### config.mk
export PLATFORM = sky130hd
export DESIGN_NAME = trace_top
export DESIGN_NICKNAME = d
export VERILOG_FILES = /design/src/trace_pkg.sv /design/src/trace_top.sv /design/src/event_fifo.sv /design/src/trace_trigger.sv /design/src/trace_matcher.sv /design/src/trace_regs.sv
export VERILOG_INCLUDE_DIRS = /design/src /design/src/src
export SDC_FILE = /design/constraint.sdc
export NUM_CORES = 1
export LEC_CHECK = 0
export BUFFER_PORTS_ARGS = -buffer_cell sky130_fd_sc_hd__buf_4
export CAP_MARGIN = 40
export CORE_ASPECT_RATIO = 0.75
export CORE_MARGIN = 4
export CORE_UTILIZATION = 50
export CTS_CLUSTER_DIAMETER = 120
export DETAILED_ROUTE_END_ITERATION = 8
export PLACE_DENSITY = 0.66
export SLEW_MARGIN = 20
export SYNTH_ARGS = -nofsm -noshare
export SYNTH_HDL_FRONTEND = slang
export SYNTH_HIERARCHICAL = 1
export SYNTH_SLANG_ARGS = --single-unit
export TNS_END_PERCENT = 20
### constraint.sdc
create_clock -name trace_clk -period 6.5 [get_ports trace_clk]
set_input_delay 0.65 -clock trace_clk [delete_from_list [all_inputs] [get_ports trace_clk]]
set_output_delay 0.65 -clock trace_clk [all_outputs]
set_load 0.005 [all_outputs]
### src/trace_cfg.svh
`ifndef TRACE_CFG_SVH
`define TRACE_CFG_SVH

`define TRACE_LANES       4    // trace pins sampled per cycle
`define TRACE_BUFFER_BITS 32   // eight nibbles of history
`define MATCH_RULES       4
`define MATCH_COUNT_BITS  8
`define TIMESTAMP_BITS    16
`define EVENT_FIFO_DEPTH  16   // must stay a power of two
`define APB_ADDR_BITS     8
`define APB_DATA_BITS     32
`define TRIG_DELAY_BITS   16
`define TRIG_WIDTH_BITS   12

// register map, byte offsets
`define REG_CTRL          8'h00
`define REG_RULE_EN       8'h04
`define REG_TRIG_DELAY    8'h08
`define REG_TRIG_WIDTH    8'h0C
`define REG_STATUS        8'h10
`define REG_FIFO_DATA     8'h14
`define REG_PATTERN_BASE  8'h20  // pattern i at +8i
`define REG_MASK_BASE     8'h24  // mask i at +8i
`define REG_COUNT_BASE    8'h40  // count i at +4i

`endif
### src/trace_pkg.sv
`include "trace_cfg.svh"

package trace_pkg;

  typedef logic [`TRACE_LANES-1:0]         trace_nibble_t;
  typedef logic [`TRACE_BUFFER_BITS-1:0]   trace_buf_t;
  typedef logic [`MATCH_RULES-1:0]         rule_mask_t;   // one bit per rule
  typedef logic [`MATCH_COUNT_BITS-1:0]    match_count_t;
  typedef logic [`TIMESTAMP_BITS-1:0]      timestamp_t;   // cycles since arm
  typedef logic [$clog2(`MATCH_RULES)-1:0] rule_id_t;
  typedef logic [`TRIG_DELAY_BITS-1:0]     trig_delay_t;
  typedef logic [`TRIG_WIDTH_BITS-1:0]     trig_width_t;
  typedef logic [`APB_ADDR_BITS-1:0]       apb_addr_t;
  typedef logic [`APB_DATA_BITS-1:0]       apb_data_t;

  typedef struct packed {
    logic      psel;
    logic      penable;
    logic      pwrite;
    apb_addr_t paddr;
    apb_data_t pwdata;
  } apb_req_t;

  typedef struct packed {
    apb_data_t prdata;
    logic      pready;
    logic      pslverr;
  } apb_rsp_t;

  typedef struct packed {
    trace_buf_t pattern;
    trace_buf_t mask;      // 1 = bit takes part in the compare
  } rule_cfg_t;

  // rule id lands in bits 17:16 of FIFO_DATA
  typedef struct packed {
    rule_id_t   rule_id;
    timestamp_t timestamp;
  } event_t;

  typedef enum logic [1:0] {
    TRIG_IDLE,
    TRIG_DELAY,
    TRIG_PULSE,
    TRIG_DONE
  } trig_state_e;

endpackage

### src/trace_top.sv
`include "trace_cfg.svh"

module trace_top (
  input  logic                     trace_clk,
  input  logic                     reset,
  input  trace_pkg::apb_req_t      apb,
  input  trace_pkg::trace_nibble_t trace_data,
  output trace_pkg::apb_rsp_t      apb_rsp,
  output logic                     trig_out,
  output logic                     armed
);
  import trace_pkg::*;

  rule_cfg_t [`MATCH_RULES-1:0]       rule_cfg;
  match_count_t [`MATCH_RULES-1:0]    counts;
  rule_mask_t                         rule_en;
  rule_mask_t                         trig_en;
  rule_mask_t                         match_hit;
  trig_delay_t                        trig_delay;
  trig_width_t                        trig_width;
  event_t                             head;
  logic [$clog2(`EVENT_FIFO_DEPTH):0] fifo_count;
  logic                               overflow;
  logic                               trig_done;
  logic                               arm_start;
  logic                               pop;

  // armed doubles as the internal arm level
  trace_regs u_regs (
    .arm (armed),
    .*
  );

  trace_matcher u_matcher (
    .arm (armed),
    .*
  );

  trace_trigger u_trigger (.*);

  event_fifo #(
    .DEPTH (`EVENT_FIFO_DEPTH)
  ) u_fifo (.*);

endmodule

### src/event_fifo.sv
`include "trace_cfg.svh"

module event_fifo #(
  parameter int DEPTH = `EVENT_FIFO_DEPTH
) (
  input  logic                   trace_clk,
  input  logic                   reset,
  input  trace_pkg::rule_mask_t  match_hit,
  input  logic                   arm_start,
  input  logic                   pop,
  output trace_pkg::event_t      head,
  output logic [$clog2(DEPTH):0] fifo_count,
  output logic                   overflow
);
  import trace_pkg::*;

  localparam int PTR_BITS = $clog2(DEPTH);
  localparam logic [PTR_BITS:0] FULL_COUNT = (PTR_BITS + 1)'(DEPTH);

  event_t              mem [DEPTH];
  logic [PTR_BITS-1:0] wr_ptr;
  logic [PTR_BITS-1:0] rd_ptr;
  timestamp_t          ts_count;
  rule_id_t            hit_id;
  logic                full;
  logic                push;
  logic                do_pop;

  // lowest numbered rule wins
  always_comb begin
    hit_id = '0;
    for (int i = `MATCH_RULES - 1; i >= 0; i--) begin
      if (match_hit[i]) begin
        hit_id = rule_id_t'(i);
      end
    end
  end

  assign full   = (fifo_count == FULL_COUNT);
  assign push   = (|match_hit) & ~full;
  assign do_pop = pop & (fifo_count != '0);
  assign head   = mem[rd_ptr];

  always_ff @(posedge trace_clk) begin
    if (push) begin
      mem[wr_ptr] <= '{rule_id: hit_id, timestamp: ts_count};
    end
  end

  always_ff @(posedge trace_clk) begin
    if (reset || arm_start) begin
      wr_ptr     <= '0;
      rd_ptr     <= '0;
      fifo_count <= '0;
      overflow   <= 1'b0;
      ts_count   <= '0;
    end else begin
      ts_count <= ts_count + 1'b1;  // free running, wraps
      if (push) begin
        wr_ptr <= wr_ptr + 1'b1;
      end
      if (do_pop) begin
        rd_ptr <= rd_ptr + 1'b1;
      end
      if (push && !do_pop) begin
        fifo_count <= fifo_count + 1'b1;
      end else if (do_pop && !push) begin
        fifo_count <= fifo_count - 1'b1;
      end
      if ((|match_hit) && full) begin
        overflow <= 1'b1;  // sticky until next arm
      end
    end
  end

endmodule

### src/trace_trigger.sv
module trace_trigger (
  input  logic                   trace_clk,
  input  logic                   reset,
  input  trace_pkg::rule_mask_t  match_hit,
  input  trace_pkg::rule_mask_t  trig_en,
  input  trace_pkg::trig_delay_t trig_delay,
  input  trace_pkg::trig_width_t trig_width,
  input  logic                   arm_start,
  output logic                   trig_out,
  output logic                   trig_done
);
  import trace_pkg::*;

  trig_state_e state;
  trig_delay_t cnt;         // delay count, then pulse count
  trig_delay_t pulse_last;

  // zero width still gives a one-cycle pulse
  assign pulse_last = (trig_width == '0) ? '0 : trig_delay_t'(trig_width - 1'b1);

  always_ff @(posedge trace_clk) begin
    if (reset || arm_start) begin
      state <= TRIG_IDLE;
      cnt   <= '0;
    end else begin
      case (state)
        TRIG_IDLE: begin
          if (|(match_hit & trig_en)) begin
            state <= TRIG_DELAY;
          end
        end
        TRIG_DELAY: begin
          if (cnt == trig_delay) begin
            state <= TRIG_PULSE;
            cnt   <= '0;
          end else begin
            cnt <= cnt + 1'b1;
          end
        end
        TRIG_PULSE: begin
          if (cnt == pulse_last) begin
            state <= TRIG_DONE;
          end else begin
            cnt <= cnt + 1'b1;
          end
        end
        default: ;  // done, wait for re-arm
      endcase
    end
  end

  assign trig_out  = (state == TRIG_PULSE);
  assign trig_done = (state == TRIG_DONE);

endmodule

### src/trace_matcher.sv
`include "trace_cfg.svh"

module trace_matcher (
  input  logic                                       trace_clk,
  input  logic                                       reset,
  input  trace_pkg::trace_nibble_t                   trace_data,
  input  trace_pkg::rule_cfg_t [`MATCH_RULES-1:0]    rule_cfg,
  input  trace_pkg::rule_mask_t                      rule_en,
  input  logic                                       arm,
  input  logic                                       arm_start,
  output trace_pkg::rule_mask_t                      match_hit,
  output trace_pkg::match_count_t [`MATCH_RULES-1:0] counts
);
  import trace_pkg::*;

  trace_buf_t history;
  rule_mask_t rule_eq;

  // newest nibble at the bottom, oldest falls off the top
  always_ff @(posedge trace_clk) begin
    history <= {history[`TRACE_BUFFER_BITS-`TRACE_LANES-1:0], trace_data};
  end

  always_comb begin
    for (int i = 0; i < `MATCH_RULES; i++) begin
      rule_eq[i] = ((history ^ rule_cfg[i].pattern) & rule_cfg[i].mask) == '0;
    end
  end

  // registered compare, one cycle per hit
  always_ff @(posedge trace_clk) begin
    if (reset) begin
      match_hit <= '0;
    end else begin
      match_hit <= rule_eq & rule_en & {`MATCH_RULES{arm}};
    end
  end

  always_ff @(posedge trace_clk) begin
    if (reset || arm_start) begin
      counts <= '0;
    end else begin
      for (int i = 0; i < `MATCH_RULES; i++) begin
        if (match_hit[i] && counts[i] != '1) begin  // saturates at all ones
          counts[i] <= counts[i] + 1'b1;
        end
      end
    end
  end

endmodule

### src/trace_regs.sv
`include "trace_cfg.svh"

module trace_regs (
  input  logic                                       trace_clk,
  input  logic                                       reset,
  input  trace_pkg::apb_req_t                        apb,
  input  trace_pkg::match_count_t [`MATCH_RULES-1:0] counts,
  input  trace_pkg::event_t                          head,
  input  logic [$clog2(`EVENT_FIFO_DEPTH):0]         fifo_count,
  input  logic                                       overflow,
  input  logic                                       trig_done,
  output trace_pkg::apb_rsp_t                        apb_rsp,
  output trace_pkg::rule_cfg_t [`MATCH_RULES-1:0]    rule_cfg,
  output trace_pkg::rule_mask_t                      rule_en,
  output trace_pkg::rule_mask_t                      trig_en,
  output trace_pkg::trig_delay_t                     trig_delay,
  output trace_pkg::trig_width_t                     trig_width,
  output logic                                       arm,
  output logic                                       arm_start,
  output logic                                       pop
);
  import trace_pkg::*;

  logic       access;
  logic       wr;
  logic       rd;
  logic       addr_ok;
  logic       read_only;
  apb_data_t  rdata;
  rule_mask_t pat_sel;
  rule_mask_t mask_sel;

  assign access = apb.psel & apb.penable;  // no wait states
  assign wr     = access & apb.pwrite;
  assign rd     = access & ~apb.pwrite;

  always_comb begin
    rdata     = '0;
    addr_ok   = 1'b1;
    read_only = 1'b0;
    pat_sel   = '0;
    mask_sel  = '0;
    case (apb.paddr)
      `REG_CTRL:       rdata[0] = arm;
      `REG_RULE_EN:    rdata[2*`MATCH_RULES-1:0] = {trig_en, rule_en};
      `REG_TRIG_DELAY: rdata[`TRIG_DELAY_BITS-1:0] = trig_delay;
      `REG_TRIG_WIDTH: rdata[`TRIG_WIDTH_BITS-1:0] = trig_width;
      `REG_STATUS: begin
        read_only = 1'b1;
        rdata[$bits(fifo_count)-1:0] = fifo_count;
        rdata[8] = overflow;
        rdata[9] = trig_done;
      end
      `REG_FIFO_DATA: begin
        read_only = 1'b1;
        if (fifo_count != '0) begin
          rdata[$bits(event_t)-1:0] = head;  // empty fifo reads as zero
        end
      end
      default: begin
        addr_ok = 1'b0;
        // per-rule windows
        for (int i = 0; i < `MATCH_RULES; i++) begin
          if (apb.paddr == apb_addr_t'(`REG_PATTERN_BASE + 8 * i)) begin
            addr_ok    = 1'b1;
            pat_sel[i] = 1'b1;
            rdata      = rule_cfg[i].pattern;
          end
          if (apb.paddr == apb_addr_t'(`REG_MASK_BASE + 8 * i)) begin
            addr_ok     = 1'b1;
            mask_sel[i] = 1'b1;
            rdata       = rule_cfg[i].mask;
          end
          if (apb.paddr == apb_addr_t'(`REG_COUNT_BASE + 4 * i)) begin
            addr_ok   = 1'b1;
            read_only = 1'b1;
            rdata     = apb_data_t'(counts[i]);
          end
        end
      end
    endcase
  end

  assign apb_rsp = '{prdata: rdata, pready: 1'b1,
                     pslverr: access & (~addr_ok | (apb.pwrite & read_only))};
  assign pop = rd & (apb.paddr == `REG_FIFO_DATA) & (fifo_count != '0);

  always_ff @(posedge trace_clk) begin
    if (reset) begin
      arm        <= 1'b0;
      arm_start  <= 1'b0;
      rule_en    <= '0;
      trig_en    <= '0;
      trig_delay <= '0;
      trig_width <= '0;
    end else begin
      arm_start <= 1'b0;
      if (wr) begin
        case (apb.paddr)
          `REG_CTRL: begin
            arm       <= apb.pwdata[0];
            arm_start <= apb.pwdata[0] & ~arm;  // rising arm only
          end
          `REG_RULE_EN:    {trig_en, rule_en} <= apb.pwdata[2*`MATCH_RULES-1:0];
          `REG_TRIG_DELAY: trig_delay <= apb.pwdata[`TRIG_DELAY_BITS-1:0];
          `REG_TRIG_WIDTH: trig_width <= apb.pwdata[`TRIG_WIDTH_BITS-1:0];
          default: ;
        endcase
      end
    end
  end

  always_ff @(posedge trace_clk) begin
    for (int i = 0; i < `MATCH_RULES; i++) begin
      if (wr && pat_sel[i]) begin
        rule_cfg[i].pattern <= apb.pwdata;
      end
      if (wr && mask_sel[i]) begin
        rule_cfg[i].mask <= apb.pwdata;
      end
    end
  end

endmodule

==> impl_metrics.py, run 1 <==
metrics = {
    "min_path": {
        "hold_depth": 1,
        "min_to": "u_matcher/history[1]",
        "hold_path.startpoint": "trace_data[1]",
        "min_path_type": "input port to flop",
    },
    "clock_network": {
        "postCtsSetupRepairBufs": 0,
        "cts-buffers-inserted": 69,
        "cts_resized": 0,
        "clk_pin_slew_ns": 0.06,
        "cts_sinks": 702,
        "clk_latency_ns": 0.62,
        "htreeDepth": 3,
        "clockRootBuffer": "clkbuf_16",
        "cts_buffer_depth": 3,
        "ctsHoldBuffers": 0,
        "cts_tree": "built",
    },
    "placement": {
        "hpwl_mm": 70.0,
        "dpl_worst_slack_ns": 2.29,
        "dpl-instance-area_mm2": 0.0327,
        "port_buffers": 83,
        "gp_congestion": 1.01,
        "post-place-cells": 3066,
    },
    "timing": {
        "setup-tns-final_ns": 0,
        "final-setup-viol-count": 0,
        "final-hold-violation-count": 0,
        "finalCritPeriodShare_pct": 66.0,
        "slew_headroom_pct": 40.5,
        "timing.fmax_mhz": 233,
        "slew_violations": 0,
        "fin_skew_ns": 0.0384,
        "fin_hold_ws_ns": 0.132,
        "rsz0062_at_grt": "no",
        "finalCriticalPeriod_ns": 4.29,
        "worst_pin_slew_ns": 0.892,
        "fin_ws_ns": 2.21,
    },
    "run": {
        "cap_violations": 0,
    },
    "synthesis": {
        "synth.avg_cell_area_um2": 13.9,
        "synth_cells": 2245,
        "synth_edf_count": 544,
        "yosysSeqAreaShare_pct": 62.7,
        "yosysUniqueCellTypes": 104,
        "synth-main-ff-cell": "edfxtp_1",
        "async_flop_share_pct": 0,
        "netlist_area_mm2": 0.0311,
        "yosys_warnings": 6,
        "synth_fp_nets": 2318,
        "ys_ff_latch": 702,
    },
    "finish": {
        "drive_gt1_share_pct": 18.6,
        "nets": 2413,
        "multiInputGateArea_mm2": 0.0110,
        "layout.cells.non_filler": 3198,
        "post-route-util_pct": 57.3,
        "seqCellArea_mm2": 0.0195,
        "syn_to_final_growth_pct": 12.4,
        "nFillCells": 4762,
        "fin_area_mm2": 0.0350,
    },
    "worst_setup_path": {
        "crit_type": "flop to output port",
        "worst_r2r_endpoint": "u_trigger/cnt[8]",
        "arrival_ns": 3.64,
        "r2r-start": "u_regs/trig_width[4]",
        "path_max_fanout": 41,
        "ff2ff_setup_slack_ns": 2.93,
        "ff2ff_path_depth": 9,
        "worstPathRequired_ns": 5.85,
        "cp-end-kind": "output port",
        "start_kind": "flop",
    },
    "global_route": {
        "grt_pass1_vias": 20100,
        "grt_overflow": 0,
        "grt_pass1_wl_mm": 144,
        "grt_antenna_before_repair": 1,
        "grt_use_total_pct": 30.0,
        "grt_max_degree": 49,
    },
    "floorplanning": {
        "start_util_pct": 51.0,
        "die_height_um": 224,
        "core_mm2": 0.0610,
        "die_x_um": 296,
        "design.die.area_mm2": 0.0663,
        "rows": 78,
        "io-pin-count": 85,
    },
    "drt": {
        "wl_met2_mm": 39.7,
        "m1WireLength_mm": 44.2,
        "wirelength_mm": 99.7,
        "drt-pass1-iter-count": 8,
        "vias": 21300,
        "drc": 0,
        "drtAntennaViolNets": 0,
        "wl_per_cell_um": 31.2,
        "dr_wl_met3_mm": 14.0,
        "dr.first_iter.drc_count": 3230,
        "top_layer_used": "met5",
        "viasPerCell": 6.66,
    },
    "pwr": {
        "ir_drop_mv": 0.232,
        "leakagePower_nw": 11.7,
        "powerDensity_mw_per_mm2": 266,
        "p_total_mw": 9.29,
    },
    "outcome": {
        "status": "complete, no violations",
    },
}
[cell families (layout without fill, tap and decap cells)]
| logic type | after synthesis | count (layout) | synth area share (%) |
|---|---|---|---|
| muxes | 126 | 126 | 7.75 |
| buffers and inverters | 155 | 305 | 2.37 |
| AOI/OAI and AO/OA | 482 | 482 | 11.3 |
| adders and majority gates | 24 | 24 | 0.990 |
| xor gates and xnor gates | 187 | 187 | 5.27 |
| DFF | 702 | 702 | 62.7 |
| and+or+nand+nor | 568 | 568 | 9.63 |
| other | 1 | 4 | 0.0121 |
[worst max path at each step]
| stage | start | depth (start not counted) | end |
|---|---|---|---|
| 6_report | flop | 7 | apb_rsp[3] |
| 3_3_place_gp | apb[34] | 11 | u_fifo/fifo_count[4] |
| 5_1_grt | flop | 8 | apb_rsp[13] |
| 3_5_place_dp | apb[34] | 11 | u_fifo/fifo_count[4] |
| 2_1_floorplan | apb[32] | 5 | u_regs/rule_cfg[100] |
| 4_1_cts | flop | 7 | apb_rsp[3] |
[synth_stat cells (all sizes together) (21+ instances only)]
master	number	area share (%)
nor3	34	0.63
nand3	35	0.60
edfxtp	544	53
dfxtp	158	10
xnor2	27	0.76
nor4	21	0.53
clkbuf	61	0.80
a22o	34	0.96
o21ai	79	1.3
inv	34	0.41
buf	60	1.2
a22oi	83	2.0
a221oi	32	1.3
nand2	199	2.4
or3	22	0.47
mux4	91	6.6
a21oi	110	1.8
nand4	25	0.55
o22ai	23	0.46
nor2	108	1.3
xor2	160	4.5
and2	23	0.47
ha	23	0.93
mux2i	26	0.84
[registers in the layout, summed over array words and instances (netlist names), named ones only]
name / count
u_fifo/mem: 288
u_regs/rule_cfg: 256
u_matcher/counts: 32
u_matcher/history: 32
u_fifo/ts_count: 16
u_regs/trig_delay: 16
u_trigger/cnt: 16
u_regs/trig_width: 12
u_fifo/fifo_count: 5
u_fifo/rd_ptr: 4
u_fifo/wr_ptr: 4
u_matcher/match_hit: 4
u_regs/rule_en: 4
u_regs/trig_en: 4
u_trigger/state: 2
u_fifo/overflow: 1
u_regs/arm: 1
u_regs/arm_start: 1
[area by class of cell]
class | instances | share of cell area, %
Antenna cell | 3 | 0.0215
Timing Repair Buffer | 145 | 3.18
Clock inverter | 30 | 0.905
Clock buffer | 96 | 5.52
Tap cell | 800 | 2.86
Inverter | 34 | 0.365
Sequential cell | 702 | 55.8
Multi-Input combinational cell | 1388 | 31.4
[critical path: stages, from the launching register on]
cell and delay, ns:
dfxtp_4 0.79, buf_12 0.38, mux4_2 0.55, a22oi_1 0.21
nand2_1 0.14, a221oi_1 0.57, a21oi_1 0.17, buf_4 0.19
[metal layers]
| metal | track usage [%] | vias to the layer above |
|---|---|---|
| met1 | 47.8 | 10900 |
| met5 | 0 | - |
| met4 | 6.76 | 2 |
| met3 | 10.5 | 102 |
| li1 | - | 8930 |
| met2 | 39.1 | 1346 |
[power breakdown]
part	leakage, nW	total, mW	internal [mW]	switching [mW]
sequential	6.23	4.87	4.82	0.0497
clock	1.10	4.02	2.29	1.72
combinational	4.34	0.401	0.131	0.270
[cell usage in the layout, fill, tap and decap left out, types with 24 or more instances in the layout]
| cell | netlist | routed |
|---|---|---|
| edfxtp_1 | 544 | 544 |
| nand2_1 | 198 | 198 |
| xor2_1 | 160 | 160 |
| dfxtp_1 | 158 | 156 |
| buf_4 | 2 | 140 |
| a21oi_1 | 104 | 104 |
| nor2_1 | 103 | 95 |
| mux4_2 | 91 | 91 |
| a22oi_1 | 83 | 83 |
| clkbuf_16 | 0 | 70 |
| o21ai_0 | 69 | 69 |
| inv_1 | 34 | 34 |
| a22o_1 | 34 | 34 |
| nand3_1 | 33 | 33 |
| xnor2_1 | 27 | 27 |
| mux2i_1 | 26 | 26 |
| nor3_1 | 29 | 24 |
| nand4_1 | 24 | 24 |
Power figures use the tool's default switching activity.
==> run 2: changes to the inputs <==
==> constraint.sdc (replaced) <==
create_clock -name trace_clk -period 4.4 [get_ports trace_clk]
set_input_delay 0.44 -clock trace_clk [delete_from_list [all_inputs] [get_ports trace_clk]]
set_output_delay 0.44 -clock trace_clk [all_outputs]
set_load 0.005 [all_outputs]
==> run 2 against run 1 <==
First-iteration DRC count fell by 0.22%. Power grew 48%. Via count is 0.13% lower. Register-to-register slack worse by 1.9 ns. Count of clock-buffer cells in the layout is 1 lower. Clock skew is 0.0051 ns lower. Wire length decreased by 1.4%. Non-clock buffer count rose by 19. Largest power group unchanged.
==> impl_metrics.py, run 2 (synthesis gave the netlist of run 1 again) <==
metrics = {
    "placement": {
        "gp_congestion": 1.01,
        "hpwl_mm": 68.9,
        "dpl_worst_slack_ns": 0.931,
        "port_buffers": 83,
        "dpl-instance-area_mm2": 0.0328,
    },
    "drt": {
        "viasPerCell": 6.61,
        "drc": 0,
        "wl_per_cell_um": 30.6,
        "vias": 21300,
        "wirelength_mm": 98.4,
        "drt-pass1-iter-count": 9,
        "dr.first_iter.drc_count": 3223,
        "drtAntennaViolNets": 0,
    },
    "timing": {
        "slew_headroom_pct": 46.1,
        "worst_pin_slew_ns": 0.809,
        "setup-tns-final_ns": 0,
        "rsz0062_at_grt": "no",
        "final-hold-violation-count": 0,
        "fin_skew_ns": 0.0333,
        "finalCritPeriodShare_pct": 88.7,
        "final-setup-viol-count": 0,
        "timing.fmax_mhz": 256,
        "finalCriticalPeriod_ns": 3.90,
        "slew_violations": 0,
        "fin_ws_ns": 0.497,
    },
    "global_route": {
        "grt_use_total_pct": 29.4,
        "grt_pass1_vias": 19900,
        "grt_pass1_wl_mm": 141,
        "grt_max_degree": 60,
        "grt_antenna_before_repair": 6,
        "grt_overflow": 0,
    },
    "min_path": {
        "hold_depth": 1,
        "hold_path.startpoint": "apb[23]",
        "min_path_type": "input port to flop",
        "min_to": "u_regs/rule_cfg[151]",
    },
    "worst_setup_path": {
        "crit_type": "flop to output port",
        "cp_cell_sequence": "buf_12 > mux4_2 > a22oi_1 > nand2_1 > a222oi_1 > o21ai_0 > a21o_1 > buf_4",
        "start_kind": "flop",
        "ff2ff_setup_slack_ns": 1.02,
        "path_delay_family": "compound AO/OA/AOI/OAI gates",
        "cp-end-kind": "output port",
        "arrival_ns": 3.46,
        "path_max_fanout": 36,
        "slowest_stage": "dfxtp_4",
        "cp.buffers_inverters": 2,
        "r2r-start": "u_regs/trig_width[0]",
        "cpPeakStageDelay_ns": 0.68,
        "ff2ff_path_depth": 11,
        "worstPathRequired_ns": 3.96,
        "worst_r2r_endpoint": "u_trigger/cnt[14]",
    },
    "pwr": {
        "ir_drop_mv": 0.306,
        "powerDensity_mw_per_mm2": 391,
        "leakagePower_nw": 11.8,
    },
    "finish": {
        "layout_commonest_cell": "edfxtp_1",
        "reg_top3": "u_fifo/mem (288), u_regs/rule_cfg (256)",
        "largest_reg_flops": 288,
        "most-common-layout-cells": "edfxtp_1 (544), nand2_1 (198), xor2_1 (160)",
        "fin_area_mm2": 0.0351,
        "nFillCells": 4736,
        "drive_gt1_share_pct": 19.2,
        "nets": 2432,
        "syn_to_final_growth_pct": 13.0,
        "top_register": "u_fifo/mem",
    },
    "floorplanning": {
        "core_mm2": 0.0610,
        "start_util_pct": 51.0,
        "io-pin-count": 85,
        "die_x_um": 296,
        "rows": 78,
        "design.die.area_mm2": 0.0663,
        "die_height_um": 224,
    },
    "clock_network": {
        "clk_pin_slew_ns": 0.06,
        "clockRootBuffer": "clkbuf_16",
        "clk_latency_ns": 0.62,
        "cts-buffers-inserted": 69,
        "cts_sinks": 702,
        "cts_resized": 0,
        "cts_tree": "built",
        "cts_buffer_depth": 3,
        "htreeDepth": 3,
    },
    "run": {
        "cap_violations": 0,
    },
    "outcome": {
        "status": "complete, no violations",
    },
}
## run 2: cell types whose count changed in the layout (fill, tap and decap cells not counted), sizes merged, moves of 2 or more
| cell | change |
|---|---|
| clkinvlp | +3 |
| inv | -2 |
| buf | +15 |
| dlygate4sd3 | +4 |
## run 2: worst max path at each step
stage                                end  depth (start not counted)  slack, ns    start
floorplan           u_regs/rule_cfg[100]                          5       0.23  apb[32]
global placement    u_fifo/fifo_count[4]                         11       0.96  apb[35]
detailed placement  u_fifo/fifo_count[4]                         11       0.93  apb[35]
CTS                          apb_rsp[13]                          8       0.43     flop
global route                 apb_rsp[13]                          8       0.27     flop
finish                       apb_rsp[13]                          8       0.50     flop
## run 2: layout make-up
type | count | area [um2] | share of cell area (%)
diodes | 3 | 7.51 | 0.0214
flip-flops and latches | 702 | 19500 | 55.5
multi-input cells | 1388 | 10900 | 31.1
well taps | 800 | 1000 | 2.85
repair buffers | 164 | 1290 | 3.66
clock buffers | 95 | 1920 | 5.45
inverters | 34 | 128 | 0.363
clock inverters | 31 | 352 | 1.00
## run 2: timing repair
item / 4_1_cts / 5_1_grt
setup buffers: 0 / 0
hold endpoints to repair: 4 / 0
hold buffers: 4 / 0
## run 2: per-layer routing
| metal | wire (um) | share of wire [%] | GRT usage [%] |
|---|---|---|---|
| met5 | 304 | 0.31 | 2.65 |
| met4 | 3010 | 3.1 | 8.13 |
| met3 | 15300 | 16 | 13.3 |
| met2 | 37400 | 38 | 36.4 |
| met1 | 42400 | 43 | 45.7 |
## run 2: where the power goes
group	internal [mW]	total, mW	switching [mW]
Sequential	7.12	7.19	0.0729
Clock	3.43	5.96	2.53
Combinational	0.196	0.586	0.391
Total	10.7	13.7	3.00
## run 2: per-stage QoR
step	instances	util, %	power (mW)	hold WS [ns]
floorplan	2245	-	7.66	0.417
global placement	3080	53.8	7.87	0.448
detailed placement	3081	53.8	7.89	0.445
CTS	3211	57.6	13.8	0.0546
global route	3214	57.6	14.2	0.0626
finish	3217	57.6	13.7	0.0775
